--- src/aud_pkg.sv ---
package aud_pkg;

    // audio sample format
    localparam int SAMPLE_W = 16;

    // left slot is sampled for one extra bit, the I2S one-bit delay
    localparam int REC_BITS = SAMPLE_W + 1;

    typedef logic signed [SAMPLE_W-1:0] sample_t;

    // controller mode, also seen at the top level
    typedef enum logic [1:0] {
        MODE_IDLE  = 2'd0,
        MODE_REC   = 2'd1,
        MODE_PLAY  = 2'd2,
        MODE_PAUSE = 2'd3
    } aud_mode_e;

    // one-cycle command pulses from the host side
    typedef struct packed {
        logic start_rec;
        logic start_play;
        logic pause;
        logic stop;
    } aud_cmd_t;

    // recorder to sample memory
    typedef struct packed {
        logic    we;
        sample_t data;
    } ram_wr_t;

endpackage
--- src/aud_core_top.sv ---
`timescale 1ns/1ps

module aud_core_top
    import aud_pkg::*;
#(
    parameter int P_DEPTH = 64,
    localparam int AW = $clog2(P_DEPTH)
) (
    input  logic        i_bclk,
    input  logic        i_rst_n,
    input  logic        i_daclrck,
    input  logic        i_adcdat,
    input  aud_cmd_t    i_cmd,
    output logic        o_dacdat,
    output aud_mode_e   o_mode,
    output logic [AW:0] o_rec_count,
    output logic        o_play_done
);

    logic          rec_start;
    logic          rec_pause;
    logic          rec_stop;
    logic          rec_full;
    logic          play_en;
    logic          frame_done;
    ram_wr_t       wr;
    logic [AW:0]   wr_addr;
    logic [AW-1:0] rd_addr;
    sample_t       rd_data;
    sample_t       play_sample;

    aud_ctrl #(
        .P_DEPTH(P_DEPTH)
    ) aud_ctrl_i (
        .i_bclk(i_bclk),
        .i_rst_n(i_rst_n),
        .i_cmd(i_cmd),
        .i_rec_count(o_rec_count),
        .i_rec_full(rec_full),
        .i_frame_done(frame_done),
        .i_rd_data(rd_data),
        .o_rec_start(rec_start),
        .o_rec_pause(rec_pause),
        .o_rec_stop(rec_stop),
        .o_play_en(play_en),
        .o_play_done(o_play_done),
        .o_rd_addr(rd_addr),
        .o_sample(play_sample),
        .o_mode(o_mode)
    );

    aud_recorder #(
        .P_DEPTH(P_DEPTH)
    ) aud_recorder_i (
        .i_bclk(i_bclk),
        .i_rst_n(i_rst_n),
        .i_daclrck(i_daclrck),
        .i_adcdat(i_adcdat),
        .i_start(rec_start),
        .i_pause(rec_pause),
        .i_stop(rec_stop),
        .o_wr(wr),
        .o_wr_addr(wr_addr),
        .o_count(o_rec_count),
        .o_full(rec_full)
    );

    sample_ram #(
        .P_DEPTH(P_DEPTH)
    ) sample_ram_i (
        .i_bclk(i_bclk),
        .i_wr(wr),
        .i_wr_addr(wr_addr),
        .i_rd_addr(rd_addr),
        .o_rd_data(rd_data)
    );

    aud_player aud_player_i (
        .i_bclk(i_bclk),
        .i_rst_n(i_rst_n),
        .i_daclrck(i_daclrck),
        .i_en(play_en),
        .i_sample(play_sample),
        .o_dacdat(o_dacdat),
        .o_frame_done(frame_done)
    );

endmodule

--- src/aud_ctrl.sv ---
`timescale 1ns/1ps

module aud_ctrl
    import aud_pkg::*;
#(
    parameter int P_DEPTH = 64,
    localparam int AW = $clog2(P_DEPTH)
) (
    input  logic          i_bclk,
    input  logic          i_rst_n,
    input  aud_cmd_t      i_cmd,
    input  logic [AW:0]   i_rec_count,
    input  logic          i_rec_full,
    input  logic          i_frame_done,
    input  sample_t       i_rd_data,
    output logic          o_rec_start,
    output logic          o_rec_pause,
    output logic          o_rec_stop,
    output logic          o_play_en,
    output logic          o_play_done,
    output logic [AW-1:0] o_rd_addr,
    output sample_t       o_sample,
    output aud_mode_e     o_mode
);

    aud_mode_e     mode_r;
    logic          from_play_r;     // which side a pause belongs to
    logic          pause_req_r;
    logic          en_r;
    logic          last_r;          // held sample is the final one
    logic [1:0]    wait_cnt_r;
    logic [AW-1:0] rd_addr_r;
    logic [AW:0]   cnt_last;
    logic          load;
    sample_t       held_r;

    assign cnt_last  = i_rec_count - 1'b1;
    assign load      = (mode_r == MODE_PLAY) &&
                       ((wait_cnt_r == 2'd1) || (i_frame_done && en_r && !last_r));
    assign o_play_en = en_r;
    assign o_rd_addr = rd_addr_r;
    assign o_sample  = held_r;
    assign o_mode    = mode_r;

    always_ff @(posedge i_bclk or negedge i_rst_n) begin
        if (!i_rst_n) begin
            mode_r      <= MODE_IDLE;
            from_play_r <= 1'b0;
            pause_req_r <= 1'b0;
            en_r        <= 1'b0;
            last_r      <= 1'b0;
            wait_cnt_r  <= '0;
            rd_addr_r   <= '0;
            o_rec_start <= 1'b0;
            o_rec_pause <= 1'b0;
            o_rec_stop  <= 1'b0;
            o_play_done <= 1'b0;
        end else begin
            o_rec_start <= 1'b0;
            o_rec_pause <= 1'b0;
            o_rec_stop  <= 1'b0;
            o_play_done <= 1'b0;
            if (load) begin     // hold current word, fetch the next
                rd_addr_r <= rd_addr_r + 1'b1;
                last_r    <= ({1'b0, rd_addr_r} == cnt_last);
            end
            case (mode_r)
                MODE_IDLE: begin
                    if (i_cmd.start_rec) begin
                        o_rec_start <= 1'b1;
                        mode_r      <= MODE_REC;
                    end else if (i_cmd.start_play) begin
                        if (i_rec_count == '0) begin
                            o_play_done <= 1'b1;    // nothing to play
                        end else begin
                            mode_r      <= MODE_PLAY;
                            rd_addr_r   <= '0;
                            wait_cnt_r  <= 2'd2;
                            pause_req_r <= 1'b0;
                        end
                    end
                end
                MODE_REC: begin
                    if (i_cmd.stop) begin
                        o_rec_stop <= 1'b1;
                        mode_r     <= MODE_IDLE;
                    end else if (i_rec_full) begin
                        mode_r <= MODE_IDLE;
                    end else if (i_cmd.pause) begin
                        o_rec_pause <= 1'b1;
                        from_play_r <= 1'b0;
                        mode_r      <= MODE_PAUSE;
                    end
                end
                MODE_PLAY: begin
                    if (wait_cnt_r != 2'd0) begin
                        wait_cnt_r <= wait_cnt_r - 1'b1;
                        if (wait_cnt_r == 2'd1) begin
                            en_r <= 1'b1;   // first word is in the held register
                        end
                    end
                    if (i_cmd.stop) begin
                        en_r       <= 1'b0;
                        wait_cnt_r <= '0;
                        mode_r     <= MODE_IDLE;
                    end else if (i_frame_done && en_r) begin
                        if (last_r) begin
                            o_play_done <= 1'b1;
                            en_r        <= 1'b0;
                            mode_r      <= MODE_IDLE;
                        end else if (pause_req_r || i_cmd.pause) begin
                            en_r        <= 1'b0;
                            pause_req_r <= 1'b0;
                            from_play_r <= 1'b1;
                            mode_r      <= MODE_PAUSE;
                        end
                    end else if (i_cmd.pause) begin
                        pause_req_r <= 1'b1;    // let the frame finish
                    end
                end
                MODE_PAUSE: begin
                    if (i_cmd.stop) begin
                        o_rec_stop <= !from_play_r;
                        mode_r     <= MODE_IDLE;
                    end else if (from_play_r && i_cmd.start_play) begin
                        en_r   <= 1'b1;
                        mode_r <= MODE_PLAY;
                    end else if (!from_play_r && i_cmd.start_rec) begin
                        o_rec_start <= 1'b1;
                        mode_r      <= MODE_REC;
                    end
                end
            endcase
        end
    end

    always_ff @(posedge i_bclk) begin
        if (load) begin
            held_r <= i_rd_data;
        end
    end

    a_en_only_in_play: assert property (@(posedge i_bclk) disable iff (!i_rst_n)
        o_play_en |-> (mode_r == MODE_PLAY));

endmodule

--- src/sample_ram.sv ---
`timescale 1ns/1ps

module sample_ram
    import aud_pkg::*;
#(
    parameter int P_DEPTH = 64,
    localparam int AW = $clog2(P_DEPTH)
) (
    input  logic          i_bclk,
    input  ram_wr_t       i_wr,
    input  logic [AW:0]   i_wr_addr,
    input  logic [AW-1:0] i_rd_addr,
    output sample_t       o_rd_data
);

    sample_t mem [P_DEPTH];

    // write port, address carries the count width
    always_ff @(posedge i_bclk) begin
        if (i_wr.we) begin
            mem[i_wr_addr[AW-1:0]] <= i_wr.data;
        end
    end

    // one cycle read latency
    always_ff @(posedge i_bclk) begin
        o_rd_data <= mem[i_rd_addr];
    end

    // recorder must stop before the count runs past the array
    a_wr_in_range: assert property (@(posedge i_bclk)
        i_wr.we |-> (i_wr_addr < (AW+1)'(P_DEPTH)));

endmodule

--- src/aud_player.sv ---
`timescale 1ns/1ps

module aud_player
    import aud_pkg::*;
(
    input  logic    i_bclk,
    input  logic    i_rst_n,
    input  logic    i_daclrck,
    input  logic    i_en,
    input  sample_t i_sample,
    output logic    o_dacdat,
    output logic    o_frame_done
);

    typedef enum logic [1:0] {
        S_WAIT_L,
        S_LEFT,
        S_WAIT_R,
        S_RIGHT
    } play_state_e;

    play_state_e state_r, state_w;
    logic [3:0]  bit_idx_r, bit_idx_w;
    logic        dac_r, dac_w;
    logic        done_r, done_w;
    logic        lrck_q;

    assign o_dacdat     = dac_r;
    assign o_frame_done = done_r;

    always_comb begin
        state_w   = state_r;
        bit_idx_w = bit_idx_r;
        dac_w     = dac_r;
        done_w    = 1'b0;

        case (state_r)
            S_WAIT_L: begin
                // only a fresh falling lrck starts a frame
                if (i_en && lrck_q && !i_daclrck) begin
                    state_w = S_LEFT;
                end
            end
            S_WAIT_R: begin
                if (i_daclrck) begin    // right slot always finishes the frame
                    state_w = S_RIGHT;
                end
            end
            S_LEFT, S_RIGHT: begin
                dac_w     = i_sample[bit_idx_r];    // msb first
                bit_idx_w = bit_idx_r - 1'b1;       // wraps back to 15
                if (bit_idx_r == 4'd0) begin
                    if (state_r == S_LEFT) begin
                        state_w = S_WAIT_R;
                    end else begin
                        state_w = S_WAIT_L;
                        done_w  = 1'b1;
                    end
                end
            end
        endcase
    end

    always_ff @(posedge i_bclk or negedge i_rst_n) begin
        if (!i_rst_n) begin
            state_r   <= S_WAIT_L;
            bit_idx_r <= 4'hf;
            dac_r     <= 1'b0;
            done_r    <= 1'b0;
            lrck_q    <= 1'b0;
        end else begin
            state_r   <= state_w;
            bit_idx_r <= bit_idx_w;
            dac_r     <= dac_w;
            done_r    <= done_w;
            lrck_q    <= i_daclrck;
        end
    end

    a_frame_done_pulse: assert property (@(posedge i_bclk) disable iff (!i_rst_n)
        o_frame_done |=> !o_frame_done);

endmodule

--- src/aud_recorder.sv ---
`timescale 1ns/1ps

module aud_recorder
    import aud_pkg::*;
#(
    parameter int P_DEPTH = 64,
    localparam int AW = $clog2(P_DEPTH)
) (
    input  logic        i_bclk,
    input  logic        i_rst_n,
    input  logic        i_daclrck,
    input  logic        i_adcdat,
    input  logic        i_start,
    input  logic        i_pause,
    input  logic        i_stop,
    output ram_wr_t     o_wr,
    output logic [AW:0] o_wr_addr,
    output logic [AW:0] o_count,
    output logic        o_full
);

    typedef enum logic [1:0] {
        S_IDLE,
        S_REC,      // shifting the left slot
        S_WAIT,     // waiting for lrck high
        S_PAUSE
    } rec_state_e;

    rec_state_e  state_r, state_w;
    logic [4:0]  bit_cnt_r, bit_cnt_w;
    logic [AW:0] count_r;
    logic        we_r, we_w;
    logic        shift_en;
    logic        at_depth;
    sample_t     shift_r;

    assign at_depth  = (count_r == (AW+1)'(P_DEPTH));
    assign o_full    = at_depth && (state_r != S_IDLE);
    assign o_wr      = '{we: we_r, data: shift_r};
    assign o_wr_addr = count_r;     // count doubles as next free slot
    assign o_count   = count_r;

    always_comb begin
        state_w   = state_r;
        bit_cnt_w = bit_cnt_r;
        we_w      = 1'b0;
        shift_en  = 1'b0;

        case (state_r)
            S_IDLE: begin
                if (i_start) begin
                    state_w = S_WAIT;
                end
            end
            S_REC: begin
                if (i_stop) begin
                    state_w = S_IDLE;
                end else if (i_pause) begin
                    state_w = S_PAUSE;
                end else if (!i_daclrck) begin  // left slot only
                    shift_en = 1'b1;
                    if (bit_cnt_r == 5'(REC_BITS - 1)) begin
                        we_w      = 1'b1;
                        bit_cnt_w = '0;
                        state_w   = S_WAIT;
                    end else begin
                        bit_cnt_w = bit_cnt_r + 1'b1;
                    end
                end
            end
            S_WAIT: begin
                if (i_stop || at_depth) begin
                    state_w = S_IDLE;
                end else if (i_pause) begin
                    state_w = S_PAUSE;
                end else if (i_daclrck) begin
                    state_w   = S_REC;
                    bit_cnt_w = '0;
                end
            end
            S_PAUSE: begin
                if (i_stop) begin
                    state_w = S_IDLE;
                end else if (i_start) begin
                    state_w = S_WAIT;   // rearm on the next frame
                end
            end
        endcase
    end

    always_ff @(posedge i_bclk or negedge i_rst_n) begin
        if (!i_rst_n) begin
            state_r   <= S_IDLE;
            bit_cnt_r <= '0;
            we_r      <= 1'b0;
            count_r   <= '0;
        end else begin
            state_r   <= state_w;
            bit_cnt_r <= bit_cnt_w;
            we_r      <= we_w;
            if (state_r == S_IDLE && i_start) begin
                count_r <= '0;              // fresh take
            end else if (we_r) begin
                count_r <= count_r + 1'b1;  // write lands this edge
            end
        end
    end

    // first bit falls off the top after 16 more shifts
    always_ff @(posedge i_bclk) begin
        if (shift_en) begin
            shift_r <= {shift_r[SAMPLE_W-2:0], i_adcdat};
        end
    end

    // stop and pause win over a sample that is just completing
    a_no_wr_when_stopped: assert property (@(posedge i_bclk) disable iff (!i_rst_n)
        (i_stop || i_pause) |=> !o_wr.we);

endmodule

--- config.mk ---
export PLATFORM = sky130hd
export DESIGN_NAME = aud_core_top
export DESIGN_NICKNAME = d
export VERILOG_FILES = /design/src/aud_pkg.sv /design/src/aud_core_top.sv /design/src/aud_ctrl.sv /design/src/sample_ram.sv /design/src/aud_player.sv /design/src/aud_recorder.sv
export SDC_FILE = /design/constraint.sdc
export NUM_CORES = 1
export LEC_CHECK = 0
export BUFFER_PORTS_ARGS = -buffer_cell sky130_fd_sc_hd__buf_2
export CAP_MARGIN = 20
export CORE_ASPECT_RATIO = 0.75
export CORE_UTILIZATION = 57
export DETAILED_ROUTE_END_ITERATION = 10
export PLACE_DENSITY = 0.82
export SLEW_MARGIN = 20
export SYNTH_ARGS = -nofsm -noshare
export SYNTH_HDL_FRONTEND = slang
export SYNTH_HIERARCHICAL = 1
export SYNTH_SLANG_ARGS = --single-unit
--- constraint.sdc ---
create_clock -name i_bclk -period 2.8 [get_ports i_bclk]
set_input_delay 0.42 -clock i_bclk [delete_from_list [all_inputs] [get_ports i_bclk]]
set_output_delay 0.42 -clock i_bclk [all_outputs]
set_load 0.05 [all_outputs]
==> results.ini, run 1 <==
[final_layout]
fin_nets=2342
seqCellArea_mm2=0.0331
n_fill_cell=4701
n_antenna_cell=0
multi_input_area_mm2=0.00992
final_area_mm2=0.0493
area_delta_synth_final_pct=12.6
finish.utilization_pct=65.2
instances_no_fill=3420
drive_gt1_share_pct=26.4

[timing]
final_hold_viol_count=0
tightest_slew_ns=0.990
period_needed_ns=2.77
max_freq_ghz=0.362
fin_tns_setup_ns=0
rsz0062_at_grt=false
holdWs_ns=0.0820
relSlewSlack_pct=34.0
fin_crit_sh_pct=98.8
maxSlewViolCount=0
final.setup_skew_ns=0.0333
setup_slack_ns=0.0345
setup_viol=0

[grt]
grt_pass1_wl_mm=156
grt_max_degree=68
antenna_found_initial=2
grt_overflow=0
grt_pass1_vias=22551
grt_usage_pct=28.1

[placed_design]
place_ws_ns=0.00659
port_buffers=18
dp_cells=3236
dp_hpwl_mm=64.3
post_dp_cell_area_mm2=0.0459
place.gp.congestion=0.972

[route]
vias=23230
drt_iter0_drc=3765
drc=0
ant_nets=0
routed_wl_mm=109
drt-wirelength-per-cell_um=31.9
viasPerCell=6.79
drtPass1Iterations=6

[cts]
clkSinkCount=1114
numCtsBuffers=98
clockBufferDepth=3
postCtsSetupBuffers=0
htree_levels=3
clk_pin_slew_ns=0.07
insertion_delay_ns=0.67
root_buffer=clkbuf_16
cts_tree=yes

[critical_path]
startpoint_type=register
cp_cell_sequence=buf_12, buf_6, mux4_2, mux2i_1, a22oi_1, o211a_1, o211a_1
cpMostUsedCell=o211a_1
cp_slowest_cell=dfrtp_4
arrival_ns=3.33
critPathMaxStageDelay_ns=0.56
worstSetupPathType=reg -> reg
end_kind=register
worstPathMaxFanout=23
path_buf_inv=2
cpLargestDelayFamily=multiplexers
worstPathRequired_ns=3.36

[synthesis]
synth.avg_cell_area_um2=20.4
synth_fp_nets=2167
synthCells=2141
yosys_warnings=6
netlist_area_mm2=0.0438

[floorplan]
core.rowCount=87
start_util_pct=57.9
die_area_mm2=0.0779
die_width_um=322
pin_count=19
core_mm2=0.0755
die_h_um=242

[power_and_ir_drop]
vdd_drop_max_v=0.000630
powerDensity_mw_per_mm2=946
power.total_mw=46.6
p_leak_nw=16.3

[min_path]
hold_class=in -> reg

[job]
max_cap_viol_count=0

[outcome]
run_status=completed

-- path summary, 6_finish.rpt --
check / cells after the start / from / to / slack, ns
hold reg to reg: 0 / sample_ram_i/o_rd_data[4] / aud_ctrl_i/o_sample[4] / 0.41
max in group asynchronous: 2 / i_rst_n / aud_ctrl_i/o_rd_addr[0] / 1.60
hold / removal: 3 / i_cmd[1] / aud_ctrl_i/o_rec_pause / 0.08
setup reg to reg: 7 / aud_ctrl_i/o_rd_addr[0] / sample_ram_i/o_rd_data[9] / 0.03
min in group asynchronous: 2 / i_rst_n / aud_player_i/state_r[1] / 0.47
setup / recovery: 7 / aud_ctrl_i/o_rd_addr[0] / sample_ram_i/o_rd_data[9] / 0.03
-- routing by layer --
layer / GRT usage, % / vias up / wire [um]
li1: - / 9187 / -
met1: 41.7 / 11916 / 40500
met2: 41.0 / 1867 / 48800
met3: 7.91 / 258 / 15900
met4: 8.88 / 2 / 3960
met5: 0 / - / 13
-- worst min-delay path, cell delays in order --
cell and delay (ns):
buf_2 0.15, inv_1 0.08, nor3b_1 0.05
-- placed cells by master (no fill, tap or decap), types with 17 or more instances in the layout --
master and n:
clkbuf_16 98, edfxtp_1 1056, inv_1 22, a221oi_1 21
clkbuf_1 22, nand2_1 42, nor2b_1 32, a21oi_1 18
buf_4 155, nor2_1 81, buf_2 18, mux4_2 223
buf_12 17, clkinv_2 21, a22oi_1 62, ha_1 18
mux2i_1 98, dfrtp_1 33, nand3_1 36
-- cell type report --
cell class	instances	share of cell area [%]
Tap cell	1023	2.60
Timing Repair Buffer	195	3.34
Multi-Input combinational cell	884	20.1
Sequential cell	1114	67.2
Clock inverter	52	1.22
Clock buffer	129	5.39
Inverter	23	0.175
-- what timing repair did --
item | 4_1_cts | 5_1_grt
hold endpoints to repair | 40 | 0
hold buffers | 3 | 0
resized for setup | 3 | 8
setup endpoints to repair | 2 | 6
cloned | 0 | 0
pin swaps | 0 | 1
-- power breakdown --
part / switching [mW] / internal [mW]
sequential: 0.531 / 19.0
clock: 5.90 / 7.89
combinational: 7.70 / 5.64
total: 14.1 / 32.5
-- sequential cells by signal (all words and copies together), names as in the netlist, 4 cells and up --
| name | flops |
|---|---|
| sample_ram_i/mem | 1024 |
| aud_ctrl_i/o_sample | 16 |
| aud_recorder_i/shift_r | 16 |
| sample_ram_i/o_rd_data | 16 |
| aud_recorder_i/o_count | 7 |
| aud_ctrl_i/o_rd_addr | 6 |
| aud_recorder_i/bit_cnt_r | 5 |
| aud_player_i/bit_idx_r | 4 |
(Power assumes the default switching activity.)
==> run 2: changes to the inputs <==
- CORE_UTILIZATION: 57 -> 59
- CTS_BUF_LIST: not set -> sky130_fd_sc_hd__clkbuf_4 sky130_fd_sc_hd__clkbuf_8
- PLACE_DENSITY: 0.82 -> 0.84
- REMOVE_ABC_BUFFERS: not set -> 1
==> results.ini, run 2 (synthesis results as in run 1) <==
[outcome]
run_status=completed

[power_and_ir_drop]
combPwrFrac_pct=29.3
p_leak_nw=16.4
netSwitchingFraction_pct=31.4
powerDensity_mw_per_mm2=926
seq_power_share_pct=43.2
vdd_drop_max_v=0.000656
p_int_mw=31.2
p_sw_mw=14.3
clkPwrFrac_pct=27.4

[placed_design]
dp_hpwl_mm=65.8
port_buffers=18
place.gp.congestion=0.964

[cts]
clkSinkCount=1114
insertion_delay_ns=0.84
clockBufferDepth=3
cts_tree=yes
numCtsBuffers=159
clk_pin_slew_ns=0.07
htree_levels=4
root_buffer=clkbuf_8

[final_layout]
layout_common_cells=1056 x edfxtp_1, 223 x mux4_2, 171 x buf_4, 161 x clkbuf_8, 101 x mux2i_1
final_common_cell=edfxtp_1
largest_register_ffs=1024
drive_gt1_share_pct=29.1
area_delta_synth_final_pct=12.4
finish.utilization_pct=67.0
fin_nets=2426

[timing]
max_freq_ghz=0.360
setup_viol=0
relSlewSlack_pct=29.8
final.setup_skew_ns=0.0572
holdWs_ns=0.0852
final_hold_viol_count=0
tightest_slew_ns=1.05
period_needed_ns=2.78
maxSlewViolCount=0
rsz0062_at_grt=false
fin_crit_sh_pct=99.2

[critical_path]
worstPathRequired_ns=3.49
worstSetupPathType=reg -> reg
worstPathMaxFanout=39
arrival_ns=3.47
end_kind=register
startpoint_type=register

[floorplan]
die_h_um=238
die_area_mm2=0.0753
core_mm2=0.0734
start_util_pct=59.6
die_width_um=316
pin_count=19
core.rowCount=86

[grt]
grt_pass1_wl_mm=155
grt_pass1_vias=23406
antenna_found_initial=1
grt_overflow=0
grt_max_degree=66
grt_usage_pct=28.8

[route]
drt-wirelength-per-cell_um=30.2
drc=0
viasPerCell=6.71
ant_nets=0
vias=23398
routed_wl_mm=105
drtPass1Iterations=7
drt_iter0_drc=3417

[job]
max_cap_viol_count=0

[min_path]
hold_class=in -> reg

[run 2: cell types whose count changed in the layout (fill, tap and decap cells not counted), moves of 11 or more]
cell	delta
clkbuf_16	-98
clkbuf_8	+152
buf_4	+16
clkbuf_4	+66
bufinv_16	-11
clkbuf_1	-22
nor2_2	-13
nor2_1	+15
clkinv_1	+18
clkinv_2	-15
[run 2: area by class of cell]
class	count	area, um2
Tap cell	968	1210
Sequential cell	1114	33100
Timing Repair Buffer	218	1880
Inverter	23	86.3
Multi-Input combinational cell	884	9820
Fill cell	4391	24200
Clock inverter	53	358
Antenna cell	1	2.50
Clock buffer	227	2710
[run 2: metrics by stage]
| step | TNS (ns) | instances | setup slack [ns] | instance area [um2] | power (mW) |
|---|---|---|---|---|---|
| final | 0 | 3488 | 0.0228 | 49200 | 45.5 |
| after global routing | 0 | 3487 | 0.0275 | 49200 | 46.9 |
| after CTS | 0 | 3487 | 0.0589 | 49200 | 45.2 |
| after detailed placement | 0 | 3200 | 0.0376 | 46000 | 32.9 |
| after global placement | 0 | 3200 | 0.133 | 46000 | 32.4 |
| after floorplan | -193.50 | 2021 | -8.79 | 43000 | 26.0 |
[run 2: per-layer routing]
metal	track usage [%]	share of wire (%)	wire, um	vias up
met5	0	0	0	-
met4	10.4	3.3	3510	0
met3	9.83	16	16600	264
met2	40.3	44	45800	1871
met1	42.3	37	39300	11889
li1	-	-	-	9374
[run 2: path summary, 6_finish.rpt]
| check | depth (start not counted) | start | endpoint | slack, ns |
|---|---|---|---|---|
| min in group asynchronous | 2 | i_rst_n | aud_ctrl_i/o_rd_addr[4] | 0.29 |
| hold reg to reg | 0 | sample_ram_i/o_rd_data[7] | aud_ctrl_i/o_sample[7] | 0.41 |
| hold / removal | 3 | i_cmd[2] | aud_ctrl_i/o_play_done | 0.09 |
| setup / recovery | 6 | aud_ctrl_i/o_rd_addr[1] | sample_ram_i/o_rd_data[13] | 0.02 |
| max in group asynchronous | 2 | i_rst_n | aud_ctrl_i/o_rd_addr[0] | 1.77 |
| setup reg to reg | 6 | aud_ctrl_i/o_rd_addr[1] | sample_ram_i/o_rd_data[13] | 0.02 |
[run 2: critical path, cell delays in order, from the launching register on]
cell,delay [ns]
dfrtp_4,0.69
buf_12,0.31
mux4_2,0.38
mux2i_1,0.59
nand3_1,0.23
a31oi_1,0.30
a311oi_1,0.09
[run 2: timing repair]
item / 4_1_cts / 5_1_grt
hold endpoints to repair: 48 / 0
buffers inserted: 0 / 0
resized for setup: 0 / 1
hold buffers: 7 / 0
endpoints found under the setup margin: 0 / 1
[run 2: power groups by stage]
stage	Sequential (mW)	Combinational [mW]	Clock, mW
2_1_floorplan	20.7	5.29	0
6_report	19.7	13.3	12.5
5_1_grt	19.7	13.8	13.4
3_5_place_dp	20.0	12.9	0
4_1_cts	19.6	13.0	12.6
3_3_place_gp	19.9	12.5	0
